$ cat src/hw/vec_beat_counter.sv
`timescale 1ns/1ns

module vec_beat_counter #(
  parameter  int unsigned NrLanes      = 4,
  parameter  int unsigned ElemsPerLane = 4,
  localparam int unsigned VlMax        = NrLanes * ElemsPerLane,
  localparam int unsigned BeatsWidth   = $clog2(ElemsPerLane + 1),
  localparam int unsigned SlotWidth    = (ElemsPerLane > 1) ? $clog2(ElemsPerLane) : 1
) (
  input  logic                  clk_i,
  input  logic                  arst_n_i,
  input  logic                  cnt_start_i,
  input  logic [BeatsWidth-1:0] cnt_beats_i,
  output logic                  cnt_busy_o,
  output logic [SlotWidth-1:0]  beat_idx_o,
  output logic                  cnt_last_o
);

  logic                  busy_q;
  logic [BeatsWidth-1:0] remain_q;
  logic [SlotWidth-1:0]  beat_idx_q;

  always_ff @(posedge clk_i or negedge arst_n_i) begin
    if (!arst_n_i) begin
      busy_q     <= 1'b0;
      remain_q   <= '0;
      beat_idx_q <= '0;
    end else if (cnt_start_i) begin
      // Zero beats leaves the counter idle
      busy_q     <= (cnt_beats_i != '0);
      remain_q   <= cnt_beats_i - 1'b1;
      beat_idx_q <= '0;
    end else if (busy_q) begin
      if (remain_q == '0) begin
        busy_q <= 1'b0;
      end else begin
        remain_q   <= remain_q - 1'b1;
        beat_idx_q <= beat_idx_q + 1'b1;
      end
    end
  end

  assign cnt_busy_o = busy_q;
  assign beat_idx_o = beat_idx_q;
  assign cnt_last_o = busy_q && (remain_q == '0);

  beat_in_range_a: assert property (@(posedge clk_i) disable iff (!arst_n_i)
    cnt_busy_o |-> int'(beat_idx_o) < ElemsPerLane);

  // Requested beats never cover more than one full register
  beats_fit_a: assert property (@(posedge clk_i) disable iff (!arst_n_i)
    cnt_start_i |-> int'(cnt_beats_i) * NrLanes <= VlMax);

endmodule

$ cat config.mk
export PLATFORM = sky130hd
export DESIGN_NAME = vec_beat_counter
export DESIGN_NICKNAME = d
export VERILOG_FILES = /design/src/hw/vec_beat_counter.sv
export SDC_FILE = /design/constraint.sdc
export NUM_CORES = 1
export LEC_CHECK = 0
export BUFFER_PORTS_ARGS = -buffer_cell sky130_fd_sc_hd__buf_2
export CORE_AREA = 10 10 47 49
export DETAILED_ROUTE_END_ITERATION = 7
export DIE_AREA = 0 0 57 59
export SLEW_MARGIN = 20
export SYNTH_ARGS = -nofsm -noshare
export SYNTH_HDL_FRONTEND = slang
export SYNTH_SLANG_ARGS = --single-unit
$ cat constraint.sdc
create_clock -name clk_i -period 1.16 [get_ports clk_i]
set_clock_uncertainty 0.1 [all_clocks]
set_input_delay 0.232 -clock clk_i [delete_from_list [all_inputs] [get_ports clk_i]]
set_output_delay 0.232 -clock clk_i [all_outputs]
set_load 0.05 [all_outputs]
After elaboration in Yosys (flattened, before gate mapping). Cells that the tools add are included.

Muxes and demuxes: 9. Eq/ne operators: 1. Reductions and logical operators: 5. $add $sub $neg: 3.

Operators by type and width (number): two-way mux 3 bit (3); two-way mux 2 bit (3); subtractor 3 x 1 -> 3 bit, second input constant (2); zero test 3 bit (1); two-way mux 1 bit (3); nonzero test 3 bit (1); adder 2 x 1 -> 2 bit, second input constant (1); != test 2 bit, second input constant (1); AND reduction 2 bit (1); nonzero test 2 bit (1); logical AND 1 bit (1).

Word-level logic and storage cells: 21. Output and inout bits: 4. Register bits after elaboration: 6.

Longest topological paths before layout.
Depth after elaboration: 4. Depth in mapped cells: 6. Gate-level depth less buffers: 5.

Worst setup path before layout. OpenSTA, ideal clock, no wires.

Kind: flip-flop to output port. Start: register busy_q, in the netlist cnt_busy_o. End: output port cnt_last_o. Arrival time: 2422 ps. Data required time: 828 ps. Stages on the path, launching flop included: 2. Slack: -1594 ps. Cells stage by stage: dfrtp_1 nor4b_1.

Word-level cells in the longest chain between the ends: 1.

Ends and longest elaborated chain: from (decl) (line 19) `logic busy_q;`; from (signal assigned) (line 30) `busy_q <= (cnt_beats_i != '0);`; logical AND 1 bit (line 45) `assign cnt_last_o = busy_q && (remain_q == '0);`; to (decl) (line 16) `output logic cnt_last_o`.

Every way passes these cells.

Final worst setup path.
Start: register remain_q[1]. End: output port cnt_last_o.

Word-level cells in the longest chain between the ends: 2.

Ends and longest elaborated chain: from (decl) (line 20) `logic [BeatsWidth-1:0] remain_q;`; from (signal assigned) (line 31) `remain_q <= cnt_beats_i - 1'b1;`; from (signal assigned) (line 37) `remain_q <= remain_q - 1'b1;`; zero test 3 bit (line 45); logical AND 1 bit (line 45).

Every way passes these cells.

==> flow_summary.yaml <==
setup_path:
  cp-endpoint: "cnt_last_o"
  path_class: "reg -> out"
  timing.rr.start: "remain_q[1]"
  r2r_slack_ns: -0.26
  worstSetupStartpointType: "flop"
  crit_start: "remain_q[1]"
  worstReg2RegEnd: "remain_q[2]"
  endpoint_kind: "primary output"
  rr_worst_depth: 6
  cp_max_fo: 2
  arrival_ns: 1.13
  cp.required_ns: 0.83
power_and_ir_drop:
  vdd_drop_max_mv: 0.708
  powerDensity_nw_per_um2: 1860
  total_power_uw: 1220
  leakagePower_uw: 0.000298
cts:
  htree_levels: 1
  numCtsBuffers: 3
  clkLatencyLatePin_ns: 0.25
  clk_path_buf_depth: 2
  cts_tree: "done"
  root_buffer: "clkbuf_4"
  clock-sinks: 6
  path_clk_slew_ns: 0.04
global_route:
  grt_overflow: 0
  track_usage_pct: 6.97
  grt_max_degree: 7
  antenna_found_initial: 0
  grt_pass1_wl_mm: 1.75
  grt_pass1_vias: 408
routing:
  wirelength_mm: 1.03
  wire_per_inst_um: 13.6
  drt-pass1-iter-count: 2
  drt_iter0_drc: 3
  drc: 0
  routed_via_density: 4.86
  routed-via-count: 369
  final_antenna_net_count: 0
floorplanning:
  pin_count: 10
  die_h_um: 59
  die_width_um: 57
  initial_core_util_pct: 24.6
  num_rows: 14
  die_area_um2: 3360
  coreArea_um2: 1400
cells_and_area:
  n_antenna_cell: 0
  design.final.nets: 69
  syn_to_final_growth_pct: 90.2
  layout-drive-gt1-share_pct: 68.3
flow_run:
  max_cap_viol_count: 0
status:
  outcome: "finished with violations"
  violations: "setup timing"
synthesis:
  seq_area_frac_synth_pct: 43.6
  yosysWarnings: 0
  syn-cell-area_um2: 344
  netlist_instances: 32
  ys_types: 20
  ys_ff_latch: 6
  avgSynthCellArea_um2: 10.8
  synth_nets: 39
placement:
  dp_hpwl_um: 711
  gp_congestion: 0.782
  io_buffers: 9
timing:
  setup-tns-final_ns: -1.67
  fin_crit_ns: 1.46
  hold_violations: 0
  setup_viol: 8
  final_max_slew_viol_count: 0
  setup_ws_ns: -0.300
  min_period_over_period_pct: 126
  rsz0062_at_grt: "yes"
  hold_slack_ns: 0.100
  max_freq_ghz: 0.685
  slew-limit-headroom_pct: 80.7
  tightest_slew_ns: 0.287
min_path:
  min_path_type: "in -> reg"
-- synth_stat cells, drive strengths merged --
cell | count | area, µm²
xor2 | 2 | 17.5
ha | 1 | 12.5
buf | 1 | 5.00
mux2i | 3 | 30.0
mux2 | 1 | 11.3
o21a | 1 | 7.51
o2111ai | 1 | 8.76
o21ai | 3 | 18.8
nand2 | 1 | 3.75
nor4b | 1 | 8.76
nor2 | 3 | 11.3
dfrtp | 6 | 150
o311ai | 1 | 8.76
o31ai | 2 | 20.0
inv | 1 | 3.75
a21oi | 2 | 10.0
a22oi | 1 | 7.51
xnor2 | 1 | 8.76
-- kinds of logic after synthesis --
kind of cell               synth area share, %
DFF                                       43.6
adders and majority gates                 3.64
muxes                                     12.0
AOI/OAI and AO/OA                         23.6
xor gates and xnor gates                  7.64
buffers and inverters                     2.54
and+or+nand+nor                           6.91
-- through the flow --
stage / worst slack (ns) / area (µm²) / utilization, % / cells
detailed placement: -0.161 / 489 / 34.9 / 64
floorplan: -0.353 / 372 / - / 32
finish: -0.300 / 654 / 46.7 / 76
global placement: -0.154 / 489 / 34.9 / 64
CTS: -0.320 / 634 / 45.3 / 75
global route: -0.379 / 654 / 46.7 / 76
-- power breakdown --
group | switching (µW) | total [µW] | internal [µW]
logic | 331 | 682 | 351
registers | 64.9 | 340 | 275
clock network | 77.5 | 195 | 117
total | 473 | 1220 | 743
-- sequential cells by signal, summed over array words and instances (netlist names) --
signal / flops
cnt_busy_o: 1
beat_idx_o: 2
remain_q: 3
-- metal layers --
layer | vias to the layer above | global-route usage (%) | wire, µm
met2 | 15 | 10.2 | 476
met1 | 176 | 6.55 | 424
met4 | 0 | 6.38 | 28
li1 | 176 | - | -
met5 | - | 0 | 0
met3 | 2 | 4.51 | 106
-- worst max-delay path: stages (launching register included) --
cell and delay, ns:
dfrtp_2 0.42, nor4b_4 0.28, buf_6 0.19
-- how the worst min path moves through the flow --
stage,end,slack (ns),cells past startpoint,start
5_1_grt,remain_q[0],0.11,2,cnt_beats_i[0]
4_1_cts,remain_q[0],0.09,2,cnt_beats_i[0]
3_3_place_gp,beat_idx_o[1],-0.04,1,arst_n_i
3_5_place_dp,beat_idx_o[1],-0.04,1,arst_n_i
2_1_floorplan,beat_idx_o[0],-0.16,0,arst_n_i
6_report,remain_q[0],0.10,2,cnt_beats_i[0]
-- cell type report --
type	instances	area, µm²
timing repair buffer	26	219
sequential	6	159
fill	137	747
multi-input combinational	24	230
clock buffer	3	22.5
inverter	1	3.75
tap	16	20.0
-- layout by cell type, fill, tap and decap left out, drive strengths merged --
cell | synthesis | layout
buf | 1 | 25
dfrtp | 6 | 6
mux2i | 3 | 3
nor2 | 3 | 3
clkbuf | 0 | 3
o21ai | 3 | 3
a21oi | 2 | 2
xor2 | 2 | 2
o31ai | 2 | 2
nor4b | 1 | 1
o21a | 1 | 1
inv | 1 | 1
o2111ai | 1 | 1
nand2 | 1 | 1
xnor2 | 1 | 1
a22oi | 1 | 1
o311ai | 1 | 1
mux2 | 1 | 1
ha | 1 | 1
dlygate4sd3 | 0 | 1
-- repair_timing --
item | in CTS | in global routing
pin swaps | 4 | 2
endpoints found under the setup margin | 10 | 10
gates cloned | 0 | 0
endpoints found under the hold margin | 6 | 0
buffers inserted | 7 | 1
resized for setup | 16 | 3
hold buffers | 1 | 0
No activity file was read; power rests on OpenSTA's default activity.
