**config.mk**
```make
export PLATFORM = sky130hd
export DESIGN_NAME = vec_dispatcher
export DESIGN_NICKNAME = d
export VERILOG_FILES = /design/src/hw/vec_pkg.sv /design/src/hw/vec_dispatcher.sv
export SDC_FILE = /design/constraint.sdc
export NUM_CORES = 1
export LEC_CHECK = 0
export BUFFER_PORTS_ARGS = -buffer_cell sky130_fd_sc_hd__buf_4
export CORE_MARGIN = 10
export CORE_UTILIZATION = 40
export CTS_CLUSTER_SIZE = 40
export DETAILED_ROUTE_END_ITERATION = 10
export PLACE_DENSITY = 0.8
export SYNTH_ARGS = -nofsm -noshare
export SYNTH_HDL_FRONTEND = slang
export SYNTH_SLANG_ARGS = --single-unit
```
**constraint.sdc**
```tcl
create_clock -name clk_i -period 4.1 [get_ports clk_i]
set_input_delay 1.025 -clock clk_i [delete_from_list [all_inputs] [get_ports clk_i]]
set_output_delay 1.025 -clock clk_i [all_outputs]
set_load 0.02 [all_outputs]
```
**src/hw/vec_pkg.sv**
```systemverilog
package vec_pkg;

  // Width of one vector element and of the host scalar
  localparam int unsigned ElemWidth = 32;

  typedef logic [ElemWidth-1:0] elem_t;

  // Architectural vector registers
  localparam int unsigned NrVRegs = 8;

  typedef logic [$clog2(NrVRegs)-1:0] vreg_idx_t;

  // Largest lane count the unit is built for
  localparam int unsigned MaxNrLanes = 8;

  // Host opcodes, numbered as the host sends them
  typedef enum logic [2:0] {
    OP_SETVL   = 3'd0,
    OP_VADD_VV = 3'd1,
    OP_VSUB_VV = 3'd2,
    OP_VAND_VV = 3'd3,
    OP_VADD_VX = 3'd4,
    OP_VSPLAT  = 3'd5,
    OP_WRITE   = 3'd6,
    OP_READ    = 3'd7
  } vec_op_e;

  // Operation of the per-lane ALU
  // Operand a is vs1, operand b is vs2
  typedef enum logic [2:0] {
    ALU_ADD         = 3'd0,
    ALU_SUB         = 3'd1,
    ALU_AND         = 3'd2,
    ALU_PASS_SCALAR = 3'd3,
    ALU_ADD_SCALAR  = 3'd4
  } lane_op_e;

endpackage

```
**src/hw/vec_dispatcher.sv**
```systemverilog
`timescale 1ns/1ns

module vec_dispatcher #(
  parameter  int unsigned NrLanes      = 4,
  parameter  int unsigned ElemsPerLane = 4,
  localparam int unsigned VlMax        = NrLanes * ElemsPerLane,
  localparam int unsigned VlWidth      = $clog2(VlMax + 1),
  localparam int unsigned BeatsWidth   = $clog2(ElemsPerLane + 1),
  localparam int unsigned SlotWidth    = (ElemsPerLane > 1) ? $clog2(ElemsPerLane) : 1,
  localparam int unsigned LaneSelWidth = (NrLanes > 1) ? $clog2(NrLanes) : 1
) (
  input  logic                          clk_i,
  input  logic                          arst_n_i,
  // Host request
  input  logic                          req_valid_i,
  output logic                          req_ready_o,
  input  vec_pkg::vec_op_e              req_op_i,
  input  vec_pkg::vreg_idx_t            req_vd_i,
  input  vec_pkg::vreg_idx_t            req_vs1_i,
  input  vec_pkg::vreg_idx_t            req_vs2_i,
  input  vec_pkg::elem_t                req_scalar_i,
  // Host response
  output logic                          resp_valid_o,
  input  logic                          resp_ready_i,
  output vec_pkg::elem_t                resp_data_o,
  // Beat counter
  output logic                          cnt_start_o,
  output logic [BeatsWidth-1:0]         cnt_beats_o,
  input  logic                          cnt_busy_i,
  input  logic                          cnt_last_i,
  // Broadcast to the lanes
  output vec_pkg::lane_op_e             lane_op_o,
  output vec_pkg::vreg_idx_t            lane_vd_o,
  output vec_pkg::vreg_idx_t            lane_vs1_o,
  output vec_pkg::vreg_idx_t            lane_vs2_o,
  output vec_pkg::elem_t                lane_scalar_o,
  output logic                          lane_we_o,
  output logic [VlWidth-1:0]            vl_o,
  // Single-element access
  output logic [NrLanes-1:0]            elem_we_o,
  output logic [SlotWidth-1:0]          elem_slot_o,
  output vec_pkg::elem_t                elem_wdata_o,
  input  vec_pkg::elem_t [NrLanes-1:0]  elem_rdata_i
);

  localparam int unsigned IdxWidth = 2 * $bits(vec_pkg::vreg_idx_t);

  typedef enum logic [1:0] {
    IDLE,
    RUN,
    DRAIN,
    RESP
  } state_e;

  state_e                  state_q, state_d;
  logic                    req_ready_q;
  logic                    accept;
  logic                    is_vec_op;
  logic                    run_done;
  vec_pkg::lane_op_e       req_alu_op;
  logic [IdxWidth-1:0]     req_elem;
  logic [LaneSelWidth-1:0] req_lane;
  logic [VlWidth:0]        beats_full;

  logic [VlWidth-1:0]      vl_q;
  logic                    cnt_start_q;
  logic [BeatsWidth-1:0]   cnt_beats_q;
  logic [NrLanes-1:0]      elem_we_q;

  vec_pkg::vec_op_e        op_q;
  vec_pkg::lane_op_e       lane_op_q;
  vec_pkg::vreg_idx_t      vd_q;
  vec_pkg::vreg_idx_t      vs1_q;
  vec_pkg::vreg_idx_t      vs2_q;
  vec_pkg::elem_t          scalar_q;
  logic [SlotWidth-1:0]    slot_q;
  logic [LaneSelWidth-1:0] lane_sel_q;
  vec_pkg::elem_t          resp_data_q;

  assign accept = req_valid_i && req_ready_q;

  // Opcode to lane ALU operation
  always_comb begin
    is_vec_op  = 1'b1;
    req_alu_op = vec_pkg::ALU_ADD;
    case (req_op_i)
      vec_pkg::OP_VADD_VV: req_alu_op = vec_pkg::ALU_ADD;
      vec_pkg::OP_VSUB_VV: req_alu_op = vec_pkg::ALU_SUB;
      vec_pkg::OP_VAND_VV: req_alu_op = vec_pkg::ALU_AND;
      vec_pkg::OP_VADD_VX: req_alu_op = vec_pkg::ALU_ADD_SCALAR;
      vec_pkg::OP_VSPLAT:  req_alu_op = vec_pkg::ALU_PASS_SCALAR;
      default:             is_vec_op  = 1'b0;
    endcase
  end

  // Element number {vs1, vs2} wraps at VlMax; lane is e mod NrLanes
  assign req_elem = IdxWidth'({req_vs1_i, req_vs2_i} % VlMax);
  assign req_lane = LaneSelWidth'(req_elem % NrLanes);

  // Beats needed to cover vl elements, rounded up
  assign beats_full = ({1'b0, vl_q} + (VlWidth + 1)'(NrLanes - 1)) / (VlWidth + 1)'(NrLanes);

  // Ends on the last beat, or right away with no beats to run
  assign run_done = cnt_busy_i ? cnt_last_i : (!cnt_start_q || cnt_beats_q == '0);

  always_comb begin
    state_d = state_q;
    case (state_q)
      IDLE: begin
        if (accept) begin
          state_d = (is_vec_op || req_op_i == vec_pkg::OP_WRITE) ? RUN : DRAIN;
        end
      end
      RUN: begin
        if (run_done) begin
          state_d = DRAIN;
        end
      end
      DRAIN:   state_d = RESP;
      RESP: begin
        if (resp_ready_i) begin
          state_d = IDLE;
        end
      end
      default: state_d = IDLE;
    endcase
  end

  always_ff @(posedge clk_i or negedge arst_n_i) begin
    if (!arst_n_i) begin
      state_q     <= IDLE;
      req_ready_q <= 1'b0;
      vl_q        <= VlWidth'(VlMax);
      cnt_start_q <= 1'b0;
      elem_we_q   <= '0;
    end else begin
      state_q     <= state_d;
      req_ready_q <= (state_d == IDLE);
      // One-cycle pulses
      cnt_start_q <= accept && is_vec_op;
      if (accept && req_op_i == vec_pkg::OP_WRITE) begin
        elem_we_q <= NrLanes'(1) << req_lane;
      end else begin
        elem_we_q <= '0;
      end
      if (accept && req_op_i == vec_pkg::OP_SETVL) begin
        vl_q <= (req_scalar_i > vec_pkg::elem_t'(VlMax)) ? VlWidth'(VlMax)
                                                         : VlWidth'(req_scalar_i);
      end
    end
  end

  // Instruction fields, held for the whole instruction
  always_ff @(posedge clk_i) begin
    if (accept) begin
      op_q        <= req_op_i;
      lane_op_q   <= req_alu_op;
      vd_q        <= req_vd_i;
      // A read looks at vd through the vs1 read port of every lane
      vs1_q       <= (req_op_i == vec_pkg::OP_READ) ? req_vd_i : req_vs1_i;
      vs2_q       <= req_vs2_i;
      scalar_q    <= req_scalar_i;
      slot_q      <= SlotWidth'(req_elem / NrLanes);
      lane_sel_q  <= req_lane;
      cnt_beats_q <= beats_full[BeatsWidth-1:0];
    end
    if (state_q == DRAIN) begin
      case (op_q)
        vec_pkg::OP_SETVL: resp_data_q <= vec_pkg::elem_t'(vl_q);
        vec_pkg::OP_READ:  resp_data_q <= elem_rdata_i[lane_sel_q];
        default:           resp_data_q <= '0;
      endcase
    end
  end

  assign req_ready_o   = req_ready_q;
  assign resp_valid_o  = (state_q == RESP);
  assign resp_data_o   = resp_data_q;

  assign cnt_start_o   = cnt_start_q;
  assign cnt_beats_o   = cnt_beats_q;

  assign lane_op_o     = lane_op_q;
  assign lane_vd_o     = vd_q;
  assign lane_vs1_o    = vs1_q;
  assign lane_vs2_o    = vs2_q;
  assign lane_scalar_o = scalar_q;
  assign lane_we_o     = (state_q == RUN) && cnt_busy_i;
  assign vl_o          = vl_q;

  assign elem_we_o     = elem_we_q;
  assign elem_slot_o   = slot_q;
  assign elem_wdata_o  = scalar_q;

  // Held response keeps both valid and data until the host takes it
  resp_hold_a: assert property (@(posedge clk_i) disable iff (!arst_n_i)
    resp_valid_o && !resp_ready_i |=> resp_valid_o && $stable(resp_data_o));

endmodule

```
# Word-level counts from Yosys, hierarchy flattened
# Cells that the tools add are included.
# word_totals
regBits,99
input_bits,178
output_inout_bits,126
word_cells,58
# op_classes
addsub,1
order_cmp,2
eq_ne,11
n_shift,1
muxes,14
n_reduce_logical,14
# op_table
op,n
32-bit binary-select mux with 2-bit select,1
32-bit one-hot mux with 2 select lines,1
32-bit by 5-bit greater-than comparator with 1-bit output (second input constant),1
32-bit 2-to-1 mux,1
3-bit == test (second input constant),5
3-bit one-hot mux with 4 select lines,1
3-bit zero test,3
2-bit 2-to-1 mux,4
2-bit one-hot mux with 4 select lines,1
3-bit by 2-bit == test with 1-bit output (second input constant),2
5-bit by 2-bit adder with 5-bit output (second input constant),1
1-bit logical AND,5
5-bit 2-to-1 mux,1
5-bit OR reduction,1
2-bit == test (second input constant),2
2-bit zero test,2
4-bit 2-to-1 mux,1
1-bit by 2-bit << shifter with 4-bit output (first input constant),1
3-bit by 1-bit == test with 1-bit output (second input constant),1
2-bit by 3-bit < comparator with 1-bit output (second input constant),1
3-bit 2-to-1 mux,1
2-bit by 1-bit == test with 1-bit output (second input constant),1
1-bit logical OR,2
1-bit 2-to-1 mux,2
1-bit zero test,1

# Longest topological paths before layout
# logic_depth
depth_word,8
mapped_depth,5
depth_no_buf,4

# Worst setup path before layout
# No wires, ideal clock.
# synth_path
kind,input to register
startpoint,input port req_valid_i
endpoint,register state_q[0]
setup_time_ps,136
arrival_ps,2911
t_required_ps,3964
setup_slack_ps,1054
cell_stages,4
path_buffers,0
path_cell_list,nand2_1 -> clkinv_1 -> a41oi_1 -> a21boi_0
# synth_via
elab_chain_cells,3
# synth_rtl
item,line_no,text
from (decl),vec_dispatcher.sv:15,"input logic req_valid_i,"
1-bit logical AND,vec_dispatcher.sv:80,assign accept = req_valid_i && req_ready_q;
net accept,vec_dispatcher.sv:57,logic accept;
2-bit 2-to-1 mux,vec_dispatcher.sv:110,if (accept) begin
2-bit one-hot mux with 4 select lines,vec_dispatcher.sv:108,case (state_q)
net state_d[0],vec_dispatcher.sv:55,"state_e state_q, state_d;"
to (signal assigned),vec_dispatcher.sv:137,state_q <= state_d;
to (decl),vec_dispatcher.sv:55,
# The timed path passes the listed nets, and every way through them passes these cells.
# A chain may end at the register's enable or synchronous reset.

# Worst setup path after layout
# layout_path
startpoint,input port cnt_busy_i
endpoint,output port lane_we_o
# layout_via
elab_chain_cells,1
# layout_rtl
item,line_no,text
from (decl),vec_dispatcher.sv:29,"input logic cnt_busy_i,"
1-bit logical AND,vec_dispatcher.sv:188,assign lane_we_o = (state_q == RUN) && cnt_busy_i;
to (decl),vec_dispatcher.sv:37,"output logic lane_we_o,"
# No other way between the ends.

==> results.tsv <==
metric	value	unit
use_met2	35.3	%
cts_tree	built	
max_cap_violations	0	
synth_area_leaders	edfxtp_1, mux4_2, dfrtp_1, buf_4, and2_1	
worstSkewPairLatency	340	ps
cts_sinks	96	
hold_path.class	primary input to asynchronous set/reset pin	
avgSynthCellArea	16.6	um2
drt_iter0_markers	311	
die_w	126	um
syn_area	4520	um2
report.final.slew_viol_count	0	
gp_congestion	0.874	
ys_seq_area_share	62.3	%
drt-total-wl	16.7	mm
min_period	2450	ps
antenna_cells	0	
drive_gt1_share	65.8	%
yosysTopAreaCellShare	55.1	%
num_vias	3584	
ant_nets	0	
multiInputGateArea	1370	um2
post-cts-setup-buffers	0	
dieArea	16000	um2
syn_nets	450	
grt_use_total	19.7	%
htree_levels	3	
routedWlPerCell	24.2	um
grt_max_degree	44	
leakagePower	3.01	nW
max_slew_margin	39.0	%
met3_usage	4.91	%
required	3070	ps
synth_edf_count	83	
core-area	10900	um2
clkTransAtPathRegs	80	ps
startpoint_type	primary input	
cp.arrival	1420	ps
synth_cells	272	
path_max_fanout	4	
skew	12.1	ps
crit_slowest_cell	buf_4	
overflow	0	
crit_chain	buf_4 -> nand2_1 -> nor2_1 -> buf_4	
ys_async_sr_fraction	13.5	%
postCtsHoldBufs	0	
drc	0	
power_density	488	nW/um2
start_util	41.4	%
end_kind	output pin	
dr.pass1.iters	4	
reg2regPathDepth	3	
portBuffers	303	
clock.fmax	0.409	GHz
synth.largest_area_cell	edfxtp_1	
numCtsBuffers	9	
top_level_ports	304	
finalSetupTns	0	ps
cts_buffer_depth	2	
setup_violations	0	
antenna_found_initial	0	
cp_common_cell	buf_4	
nets	722	
seq_area	2820	um2
whs	514	ps
first_global_vias	3965	
rsz0062_at_grt	false	
period_share	59.7	%
cts_root_buf	clkbuf_16	
hold_viol_final	0	
cpPeakStageDelay	150	ps
ir_drop	376	uV
num_rows	38	
use_met1	22.3	%
die_y	126	um
area_growth	53.5	%
post_cts_resized	0	
nFillCells	884	
outcome	finished, final reports clean	
viasPerCell	5.20	
synth_warnings	0	
ys_types	41	
synth-seq-cells	96	
r2r-start	req_ready_o	
crit_type	primary input to output pin	
worstMarginPinSlew	914	ps
r2r-end	elem_wdata_o[6]	
rrSetupSlack	2160	ps
hpwl	14.0	mm
grt_busiest_layer	met2	
grt_pass1_wl	24.3	mm
synth-main-ff-cell	edfxtp_1	
[flip-flops by register name, summed over array words and instances (netlist names), 2 cells and up]
name and cells:
lane_vd_o 3, state_q 2, cnt_beats_o 3, op_q 3
elem_wdata_o 32, lane_vs1_o 3, lane_op_o 3, elem_slot_o 2
lane_vs2_o 2, resp_data_o 32, elem_we_o 4, vl_o 5
[logic make-up (layout without fill, tap and decap cells)]
kind of cell	Yosys count	after routing	share of synthesized area [%]
xor+xnor	2	2	0.387
compound gates	24	24	4.01
buf+inv	47	324	7.58
flops	96	96	62.3
simple gates	67	67	8.77
mux	36	36	16.9
[cell usage after synthesis, types with 4 or more instances]
library cell and instances:
mux4_2 32, o31ai_1 5, buf_2 4, nor4_1 8, buf_6 5, buf_4 33, nand3_1 6, and2_1 28
a22o_1 5, dfrtp_1 12, edfxtp_1 83, o21ai_0 4, nand2_1 5
[how the worst max path moves through the flow]
stage | start | endpoint | slack, ps
3_3_place_gp | req_valid_i | elem_slot_o[0] | 1500
5_1_grt | lane_vs2_o[0] | lane_vs2_o[0] | 1530
6_report | cnt_busy_i | lane_we_o | 1650
2_1_floorplan | req_valid_i | state_q[0] | 1050
4_1_cts | lane_vs2_o[0] | lane_vs2_o[0] | 1590
3_5_place_dp | req_valid_i | elem_slot_o[0] | 1430
[worst max-delay path: cells and delay by family]
kind	cells	cell delay (ps)
buffers and inverters	2	250
AND/OR/NAND/NOR	2	150
[power breakdown]
group / switching (mW) / internal [mW] / total [mW]
registers: 0.109 / 1.33 / 1.44
clock network: 0.365 / 0.418 / 0.783
logic: 0.648 / 0.514 / 1.16
total: 1.12 / 2.26 / 3.39
[cell usage in the layout, fill, tap and decap left out, types with 3 or more instances in the layout]
cell,n
mux4_2,32
a22o_1,5
edfxtp_1,83
nor4_1,8
nand3_1,6
inv_6,4
nand2_1,5
o31ai_1,5
nor2_1,3
dfrtp_1,12
nand4_1,3
o21ai_0,4
and2_1,28
mux2_2,3
clkbuf_16,9
buf_4,306
nor3_1,3
[area by class of cell]
class	count	share of cell area, %
Clock buffer	9	3.24
Timing Repair Buffer	306	33.1
Sequential cell	96	40.6
Multi-Input combinational cell	129	19.7
Tap cell	140	2.52
Clock inverter	7	0.739
Inverter	2	0.108
[metrics by stage]
step / cells / cell area [um2] / utilization [%] / setup WS [ps] / power, mW
floorplan: 272 / 4520 / - / 1050 / 2.07
global placement: 673 / 6670 / 61.0 / 1500 / 2.61
detailed placement: 673 / 6670 / 61.0 / 1430 / 2.64
CTS: 689 / 6940 / 63.5 / 1590 / 3.43
global route: 689 / 6940 / 63.5 / 1530 / 3.53
finish: 689 / 6940 / 63.5 / 1650 / 3.39
[per-layer routing]
metal | up-vias | wire length, um | part of all wire (%)
li1 | 1597 | - | -
met1 | 1791 | 6130 | 37
met2 | 175 | 9120 | 55
met3 | 21 | 1110 | 6.6
met4 | 0 | 344 | 2.1
met5 | - | 0 | 0
(Power assumes the default switching activity.)
