`src/hw/vec_pkg.sv`:
```
package vec_pkg;

  // Width of one vector element and of the host scalar
  localparam int unsigned ElemWidth = 32;

  typedef logic [ElemWidth-1:0] elem_t;

  // Architectural vector registers
  localparam int unsigned NrVRegs = 8;

  typedef logic [$clog2(NrVRegs)-1:0] vreg_idx_t;

  // Largest lane count the unit is built for
  localparam int unsigned MaxNrLanes = 8;

  // Host opcodes, numbered as the host sends them
  typedef enum logic [2:0] {
    OP_SETVL   = 3'd0,
    OP_VADD_VV = 3'd1,
    OP_VSUB_VV = 3'd2,
    OP_VAND_VV = 3'd3,
    OP_VADD_VX = 3'd4,
    OP_VSPLAT  = 3'd5,
    OP_WRITE   = 3'd6,
    OP_READ    = 3'd7
  } vec_op_e;

  // Operation of the per-lane ALU
  // Operand a is vs1, operand b is vs2
  typedef enum logic [2:0] {
    ALU_ADD         = 3'd0,
    ALU_SUB         = 3'd1,
    ALU_AND         = 3'd2,
    ALU_PASS_SCALAR = 3'd3,
    ALU_ADD_SCALAR  = 3'd4
  } lane_op_e;

endpackage

```
`src/hw/vec_lane.sv`:
```
`timescale 1ns/1ns

module vec_lane #(
  parameter  int unsigned NrLanes      = 4,
  parameter  int unsigned ElemsPerLane = 4,
  parameter  int unsigned LaneId       = 0,
  localparam int unsigned VlMax        = NrLanes * ElemsPerLane,
  localparam int unsigned VlWidth      = $clog2(VlMax + 1),
  localparam int unsigned SlotWidth    = (ElemsPerLane > 1) ? $clog2(ElemsPerLane) : 1
) (
  input  logic                 clk_i,
  input  logic                 arst_n_i,
  // Beat control
  input  logic                 beat_valid_i,
  input  logic [SlotWidth-1:0] beat_idx_i,
  input  logic [VlWidth-1:0]   vl_i,
  // Instruction broadcast
  input  vec_pkg::lane_op_e    lane_op_i,
  input  vec_pkg::vreg_idx_t   lane_vd_i,
  input  vec_pkg::vreg_idx_t   lane_vs1_i,
  input  vec_pkg::vreg_idx_t   lane_vs2_i,
  input  vec_pkg::elem_t       lane_scalar_i,
  // Single-element access
  input  logic                 elem_we_i,
  input  logic [SlotWidth-1:0] elem_slot_i,
  input  vec_pkg::elem_t       elem_wdata_i,
  output vec_pkg::elem_t       elem_rdata_o
);

  // This lane's slice of every vector register
  vec_pkg::elem_t       rf_q [vec_pkg::NrVRegs][ElemsPerLane];

  logic [VlWidth-1:0]   elem_no;
  logic                 in_vl;
  logic                 fwd_a;
  logic                 fwd_b;
  vec_pkg::elem_t       opa;
  vec_pkg::elem_t       opb;
  vec_pkg::elem_t       alu_res;

  logic                 wb_valid_q;
  logic [SlotWidth-1:0] wb_slot_q;
  vec_pkg::elem_t       wb_data_q;

  // Global element number of this beat
  assign elem_no = VlWidth'(beat_idx_i) * VlWidth'(NrLanes) + VlWidth'(LaneId);
  assign in_vl   = elem_no < vl_i;

  // Forward the write-back that lands at the end of this cycle
  assign fwd_a = wb_valid_q && (wb_slot_q == beat_idx_i) && (lane_vd_i == lane_vs1_i);
  assign fwd_b = wb_valid_q && (wb_slot_q == beat_idx_i) && (lane_vd_i == lane_vs2_i);

  assign opa = fwd_a ? wb_data_q : rf_q[lane_vs1_i][beat_idx_i];
  assign opb = fwd_b ? wb_data_q : rf_q[lane_vs2_i][beat_idx_i];

  always_comb begin
    case (lane_op_i)
      vec_pkg::ALU_ADD:         alu_res = opa + opb;
      // vs1 minus vs2, wraps at 32 bits
      vec_pkg::ALU_SUB:         alu_res = opa - opb;
      vec_pkg::ALU_AND:         alu_res = opa & opb;
      vec_pkg::ALU_PASS_SCALAR: alu_res = lane_scalar_i;
      vec_pkg::ALU_ADD_SCALAR:  alu_res = opa + lane_scalar_i;
      default:                  alu_res = '0;
    endcase
  end

  // Write-back stage; tail elements never become valid
  always_ff @(posedge clk_i or negedge arst_n_i) begin
    if (!arst_n_i) begin
      wb_valid_q <= 1'b0;
    end else begin
      wb_valid_q <= beat_valid_i && in_vl;
    end
  end

  always_ff @(posedge clk_i) begin
    if (beat_valid_i) begin
      wb_slot_q <= beat_idx_i;
      wb_data_q <= alu_res;
    end
  end

  // Register file, zero after reset
  always_ff @(posedge clk_i or negedge arst_n_i) begin
    if (!arst_n_i) begin
      for (int r = 0; r < vec_pkg::NrVRegs; r++) begin
        for (int s = 0; s < ElemsPerLane; s++) begin
          rf_q[r][s] <= '0;
        end
      end
    end else if (wb_valid_q) begin
      rf_q[lane_vd_i][wb_slot_q] <= wb_data_q;
    end else if (elem_we_i) begin
      rf_q[lane_vd_i][elem_slot_i] <= elem_wdata_i;
    end
  end

  // Host read port
  assign elem_rdata_o = rf_q[lane_vs1_i][elem_slot_i];

  // Host writes only come when no vector op is still draining
  wb_excl_a: assert property (@(posedge clk_i) disable iff (!arst_n_i)
    !(elem_we_i && wb_valid_q));

endmodule

```
`config.mk`:
```
export PLATFORM = sky130hd
export DESIGN_NAME = vec_lane
export DESIGN_NICKNAME = d
export VERILOG_FILES = /design/src/hw/vec_pkg.sv /design/src/hw/vec_lane.sv
export SDC_FILE = /design/constraint.sdc
export NUM_CORES = 2
export LEC_CHECK = 0
export BUFFER_PORTS_ARGS = -buffer_cell sky130_fd_sc_hd__buf_2
export CAP_MARGIN = 40
export CORE_ASPECT_RATIO = 1.5
export CORE_MARGIN = 2
export CORE_UTILIZATION = 55
export CTS_BUF_LIST = sky130_fd_sc_hd__clkbuf_8
export DETAILED_ROUTE_END_ITERATION = 8
export MAX_ROUTING_LAYER = met4
export PLACE_DENSITY_LB_ADDON = 0.05
export SLEW_MARGIN = 0
export SYNTH_ARGS = -nofsm -noshare
export SYNTH_HDL_FRONTEND = slang
export SYNTH_SLANG_ARGS = --single-unit
```
`constraint.sdc`:
```
create_clock -name clk_i -period 5.5 [get_ports clk_i]
set_input_delay 0.275 -clock clk_i [delete_from_list [all_inputs] [get_ports clk_i]]
set_output_delay 0.275 -clock clk_i [all_outputs]
set_load 0.05 [all_outputs]
```
After elaboration in Yosys (flattened, before gate mapping)
Cells that the tools add are included.
W data, S select, Z words.
{ "word_totals": {"reg_bits": 1059, "in_bits": 89} }
{ "op_classes": {"addsub": 3, "order_cmp": 10, "n_eq_ne": 7, "muxes": 30, "bitwise": 7, "reduce_logical": 9} }
{ "ops": {"columns": ["cell", "n"], "rows": [
  ["$bwmux W1024", 2],
  ["$mux W1024", 2],
  ["$bmux W128 S3", 2],
  ["$demux W128 S3", 2],
  ["$mux W128", 6],
  ["$mux W32", 10],
  ["$bmux W32 S2", 3],
  ["$pmux W32 S5", 1],
  ["$demux W32 S2", 2],
  ["$add A32 B32 Y32", 2],
  ["$and A32 B32 Y32", 1],
  ["$sub A32 B32 Y32", 1],
  ["$ge A4 B4 Y1 const B", 3],
  ["$not A3 Y4", 3],
  ["$ge A3 B3 Y1 const B", 3],
  ["$not A2 Y3", 3],
  ["$logic_and A1 B1 Y1", 7],
  ["$eq A3 B2 Y1 const B", 2],
  ["$eq A3 B3 Y1", 2],
  ["$lt A3 B1 Y1 const B", 2],
  ["$lt A4 B5 Y1", 1],
  ["$lt A4 B1 Y1 const B", 1],
  ["$eq A3 B1 Y1 const B", 1],
  ["$eq A3 B3 Y1 const B", 1],
  ["other kinds (3)", 3]
]} }

Depth between registers and ports, before layout
{ "logic_depth": {"depth_word": 10, "depth_mapped": 31} }

Worst setup path after synthesis
Ideal clock, no wire load.
{ "synth_timing": {"path_type": "input port to flip-flop", "startpoint": "input port lane_vs1_i[0]", "endpoint": "register wb_data_q[31], data pin", "arrival_time_ps": 5594, "required_ps": 5229, "setup_slack_ps": -365, "stages": 23, "cell_sequence": "buf_2 buf_2 buf_2 buf_2 buf_1 buf_2 mux4_2 mux2i_1 a21oi_1 a21oi_1 a21oi_1 ha_1 clkbuf_1 a211o_1 or3_1 o221ai_1 o21ai_0 a221o_1 and2_1 o211ai_1 a21oi_1 xor2_1 o221ai_1"} }
{ "synth_between": {"elab_chain_cells": 10, "elab_cells_between_ends": 15, "cone_classes": "3 x add/sub; 1 x eq/ne; 8 x mux; 2 x bitwise; 1 x reduce/logical"} }
{ "synth_lines": {"columns": ["element", "line", "text"], "rows": [
  ["start, declared", "vec_lane.sv:20", "input vec_pkg::vreg_idx_t lane_vs1_i,"],
  ["$not A3 Y4 (implied by the code)", "vec_lane.sv:53", "assign opa = fwd_a ? wb_data_q : rf_q[lane_vs1_i][beat_idx_i];"],
  ["$bmux W128 S3", "vec_lane.sv:53", null],
  ["$mux W128 (implied by the code) (2 in series)", "vec_lane.sv:53", null],
  ["$bmux W32 S2", "vec_lane.sv:53", null],
  ["$mux W32 (implied by the code) (2 in series)", "vec_lane.sv:53", null],
  ["$mux W32 *", "vec_lane.sv:53", null],
  ["$add A32 B32 Y32, or another cell as far along", "vec_lane.sv:63", "vec_pkg::ALU_ADD_SCALAR: alu_res = opa + lane_scalar_i;"],
  ["$pmux W32 S5 *", "vec_lane.sv:57", "case (lane_op_i)"],
  ["end signal, assigned", "vec_lane.sv:80", "wb_data_q <= alu_res;"],
  ["end, declared", "vec_lane.sv:43", "vec_pkg::elem_t wb_data_q;"]
]} }
Every way passes the cells marked *; elsewhere a longest branch is shown, timed or not. The select of a mux whose other input is x is not followed.
A chain may end at the register's enable or synchronous reset.

Worst setup path in the final report
{ "layout_timing": {"startpoint": "register rf_q[640] (netlist name)", "endpoint": "register wb_data_q[28], data pin"} }
{ "layout_between": {"elab_chain_cells": 9, "elab_cells_between_ends": 18, "cone_classes": "3 x add/sub; 15 x mux"} }
{ "layout_lines": {"columns": ["element", "line", "text"], "rows": [
  ["start, declared", "vec_lane.sv:31", "vec_pkg::elem_t rf_q [vec_pkg::NrVRegs][ElemsPerLane];"],
  ["start signal, assigned by index", "vec_lane.sv:93", "rf_q[lane_vd_i][wb_slot_q] <= wb_data_q;"],
  ["start signal, assigned by index", "vec_lane.sv:95", "rf_q[lane_vd_i][elem_slot_i] <= elem_wdata_i;"],
  ["$bmux W128 S3 (on tied branches)", "vec_lane.sv:53, vec_lane.sv:54", null],
  ["$mux W128 (on tied branches) (2 in series)", "vec_lane.sv:53, vec_lane.sv:54", null],
  ["$bmux W32 S2 (on tied branches)", "vec_lane.sv:53, vec_lane.sv:54", null],
  ["$mux W32 (on tied branches) (3 in series)", "vec_lane.sv:53, vec_lane.sv:54", null],
  ["$add A32 B32 Y32, or another cell as far along", "vec_lane.sv:63", null],
  ["$pmux W32 S5 *", "vec_lane.sv:57", null]
]} }
Marked as above.

==> impl_metrics.json <==
{
  "start_util": 0.554,
  "insertion_delay_ns": 0.99,
  "pin_count": 121,
  "power_leakage_nw": 32.9,
  "avgSynthCellArea_sq_um": 9.62,
  "final_nets": 7682,
  "setup_viol": 10,
  "cts_root_buf": "clkbuf_8",
  "ys_dominant_reg_cell": "dfrtp_1",
  "finalClockSkew_ns": 0.0398,
  "finalSetupTns_ns": -2.41,
  "finalHoldViolations": 0,
  "synth_cell_type_count": 77,
  "cts.sinks": 1059,
  "worst-endpoint-required_ns": 6.19,
  "drtAntennaViolNets": 0,
  "intPower_mw": 13.5,
  "num_vias": 69000,
  "synthesis.nets": 7237,
  "grt_pass1_wl_mm": 487,
  "max-vdd-ir-drop_uv": 265,
  "final.min_clock_period_ns": 5.81,
  "area_growth_pct": 18.7,
  "clock.fmax_mhz": 172,
  "ys_seq_area_frac": 0.390,
  "die_x_microns": 292,
  "cts.clk_slew.worst_paths_ns": 0.07,
  "timing.final.ws_setup_ns": -0.315,
  "final_core_util": 0.657,
  "gr-total-overflow": 0,
  "synth_edf_count": 34,
  "clk_path_buf_depth": 3,
  "power_frac_clock": 0.371,
  "layout_commonest_cell": "a22oi_1",
  "cp-start-kind": "register",
  "violations": "setup timing",
  "grtUsageTotal": 0.550,
  "gp_congestion": 1.01,
  "switchingPower_mw": 6.59,
  "hold_class": "input port to asynchronous set/reset pin",
  "crit_fanout": 4,
  "seqPwrFrac": 0.420,
  "slew_viol_final": 0,
  "synth_seq_cells": 1059,
  "endpoint_kind": "register",
  "grt_max_degree": 151,
  "fin_hold_ws_ns": 0.0500,
  "maxCapViolCount": 0,
  "p_per_area_nw_per_um2": 248,
  "dp_hpwl_mm": 217,
  "crit_type": "register to register",
  "arrival_ns": 6.51,
  "cts_htree_levels": 4,
  "p_comb_frac": 0.209,
  "wl_per_cell_microns": 36.4,
  "worst_slew_pin_slew_ns": 1.11,
  "cts_made_buffers": 176,
  "cts_tree": "built",
  "maxSlewHeadroom": 0.260,
  "netlist_instances": 7113,
  "drt_first_pass_iters": 8,
  "final_cell_mix": "a22oi_1, nand2_1, o21ai_0",
  "wirelength_mm": 340,
  "grt_pass1_vias": 68000,
  "drc": 0,
  "switching_share": 0.328,
  "rsz0062_at_grt": "yes",
  "yosysWarnings": 0,
  "fin_crit_sh": 1.06,
  "dieArea_sq_um": 127000,
  "antenna_found_initial": 20,
  "final.fill_count": 10200,
  "die_y_microns": 436,
  "avgViaCountPerCell": 7.40,
  "async_flop_share": 0.968,
  "portBuffers": 120,
  "fp.coreArea_sq_um": 124000,
  "synthesis.area_sq_um": 68400,
  "drtIter0Drc": 10200,
  "layout-drive-gt1-share": 0.269,
  "rows": 158,
  "status": "complete, but fails checks"
}
-- through the flow --
| step | cells | setup slack (ns) | total power, mW | area, sq um |
|---|---|---|---|---|
| global route | 9315 | -0.453 | 20.6 | 81200 |
| floorplan | 7113 | 0.00106 | 10.5 | 68500 |
| CTS | 9287 | -0.0637 | 19.9 | 81000 |
| detailed placement | 8878 | -1.17 | 12.4 | 76200 |
| finish | 9319 | -0.315 | 20.1 | 81200 |
| global placement | 8848 | -1.15 | 12.4 | 75600 |
-- flip-flops by register name, summed over array words and instances (netlist names) --
signal / count
rf_q: 1024
wb_valid_q: 1
wb_data_q: 32
wb_slot_q: 2
-- cells by family after synthesis --
kind of cell	synth area share
XOR/XNOR	0.00743
AO/OA/AOI/OAI	0.248
adder cells (fa/ha/maj)	0.00651
AND/OR/NAND/NOR	0.0942
flip-flops	0.390
multiplexers	0.197
buffers and inverters	0.0564
-- per-layer routing --
metal	vias up	track usage	wire length, microns
li1	27700	-	-
met1	33500	0.598	109000
met2	5733	0.773	146000
met3	2076	0.186	41100
met4	0	0.549	43600
met5	-	-	0
-- critical path: stages (launching register included) --
cell	delay (ns)
dfrtp_1	0.39
mux4_1	0.49
mux2_2	0.30
o22ai_4	0.33
buf_6	0.20
nor4_4	0.06
a21oi_2	0.19
ha_2	0.24
nand3_4	0.10
nor3_4	0.30
and3_4	0.24
nand2_2	0.07
xnor2_2	0.17
a221o_1	0.38
ha_4	0.18
buf_6	0.11
a21o_1	0.19
a21oi_2	0.13
o21ai_1	0.10
a21oi_2	0.17
nand3_1	0.11
a41oi_2	0.23
nor2b_4	0.09
a311o_1	0.35
buf_4	0.15
nand2_2	0.05
xor2_1	0.14
o21ai_1	0.08
-- synthesized netlist by cell type (all sizes together), types with 34 or more instances --
| master | instances | area share |
|---|---|---|
| mux2i | 313 | 0.046 |
| dfrtp | 1025 | 0.37 |
| mux2 | 86 | 0.014 |
| a21oi | 230 | 0.017 |
| buf | 162 | 0.015 |
| nand2 | 1085 | 0.060 |
| nor2 | 269 | 0.015 |
| ha | 34 | 0.0062 |
| edfxtp | 34 | 0.015 |
| clkbuf | 724 | 0.040 |
| a22oi | 1192 | 0.13 |
| o21ai | 1059 | 0.077 |
| mux4 | 416 | 0.14 |
| nor2b | 46 | 0.0042 |
| and2 | 39 | 0.0036 |
-- final timing paths --
| check | startpoint | slack (ns) | cells past startpoint | end |
|---|---|---|---|---|
| worst max-delay path | rf_q[640]$_DFFE_PN0P_ | -0.31 | 27 | wb_data_q[28]$_SDFFCE_PN0P_ |
| worst min-delay path | arst_n_i | 0.05 | 3 | rf_q[477]$_DFFE_PN0P_ |
| worst max register to register | rf_q[640]$_DFFE_PN0P_ | -0.31 | 27 | wb_data_q[28]$_SDFFCE_PN0P_ |
| worst min register to register | rf_q[575]$_DFFE_PN0P_ | 0.50 | 2 | rf_q[575]$_DFFE_PN0P_ |
| max in group asynchronous | arst_n_i | 4.24 | 4 | rf_q[551]$_DFFE_PN0P_ |
| min in group clk_i | lane_op_i[0] | 0.05 | 4 | wb_data_q[24]$_SDFFCE_PN0P_ |
-- timing repair --
| item | CTS | global route |
|---|---|---|
| buffers inserted | 29 | 7 |
| pin swaps | 45 | 41 |
| hold buffers | 73 | 0 |
| gates resized for setup | 67 | 39 |
| hold endpoints to repair | 720 | 0 |
| endpoints found under the setup margin | 18 | 19 |
-- power by group through the flow --
stage	combinational, mW	clock (mW)	sequential, mW
CTS	4.01	7.44	8.42
finish	4.21	7.47	8.45
global route	4.35	7.78	8.45
global placement	3.80	0	8.55
floorplan	2.03	0	8.46
detailed placement	3.88	0	8.56
-- final cells by class --
type,count,area [sq um],area share
clock buffer,227,3120,0.0385
clock inverter,88,482,0.00593
multi-input combinational,5151,39100,0.481
antenna,24,60.1,0.000739
tap,1600,2000,0.0246
sequential,1059,26700,0.328
inverter,16,60.1,0.000739
timing repair buffer,1154,9730,0.120
(Power assumes the default switching activity.)
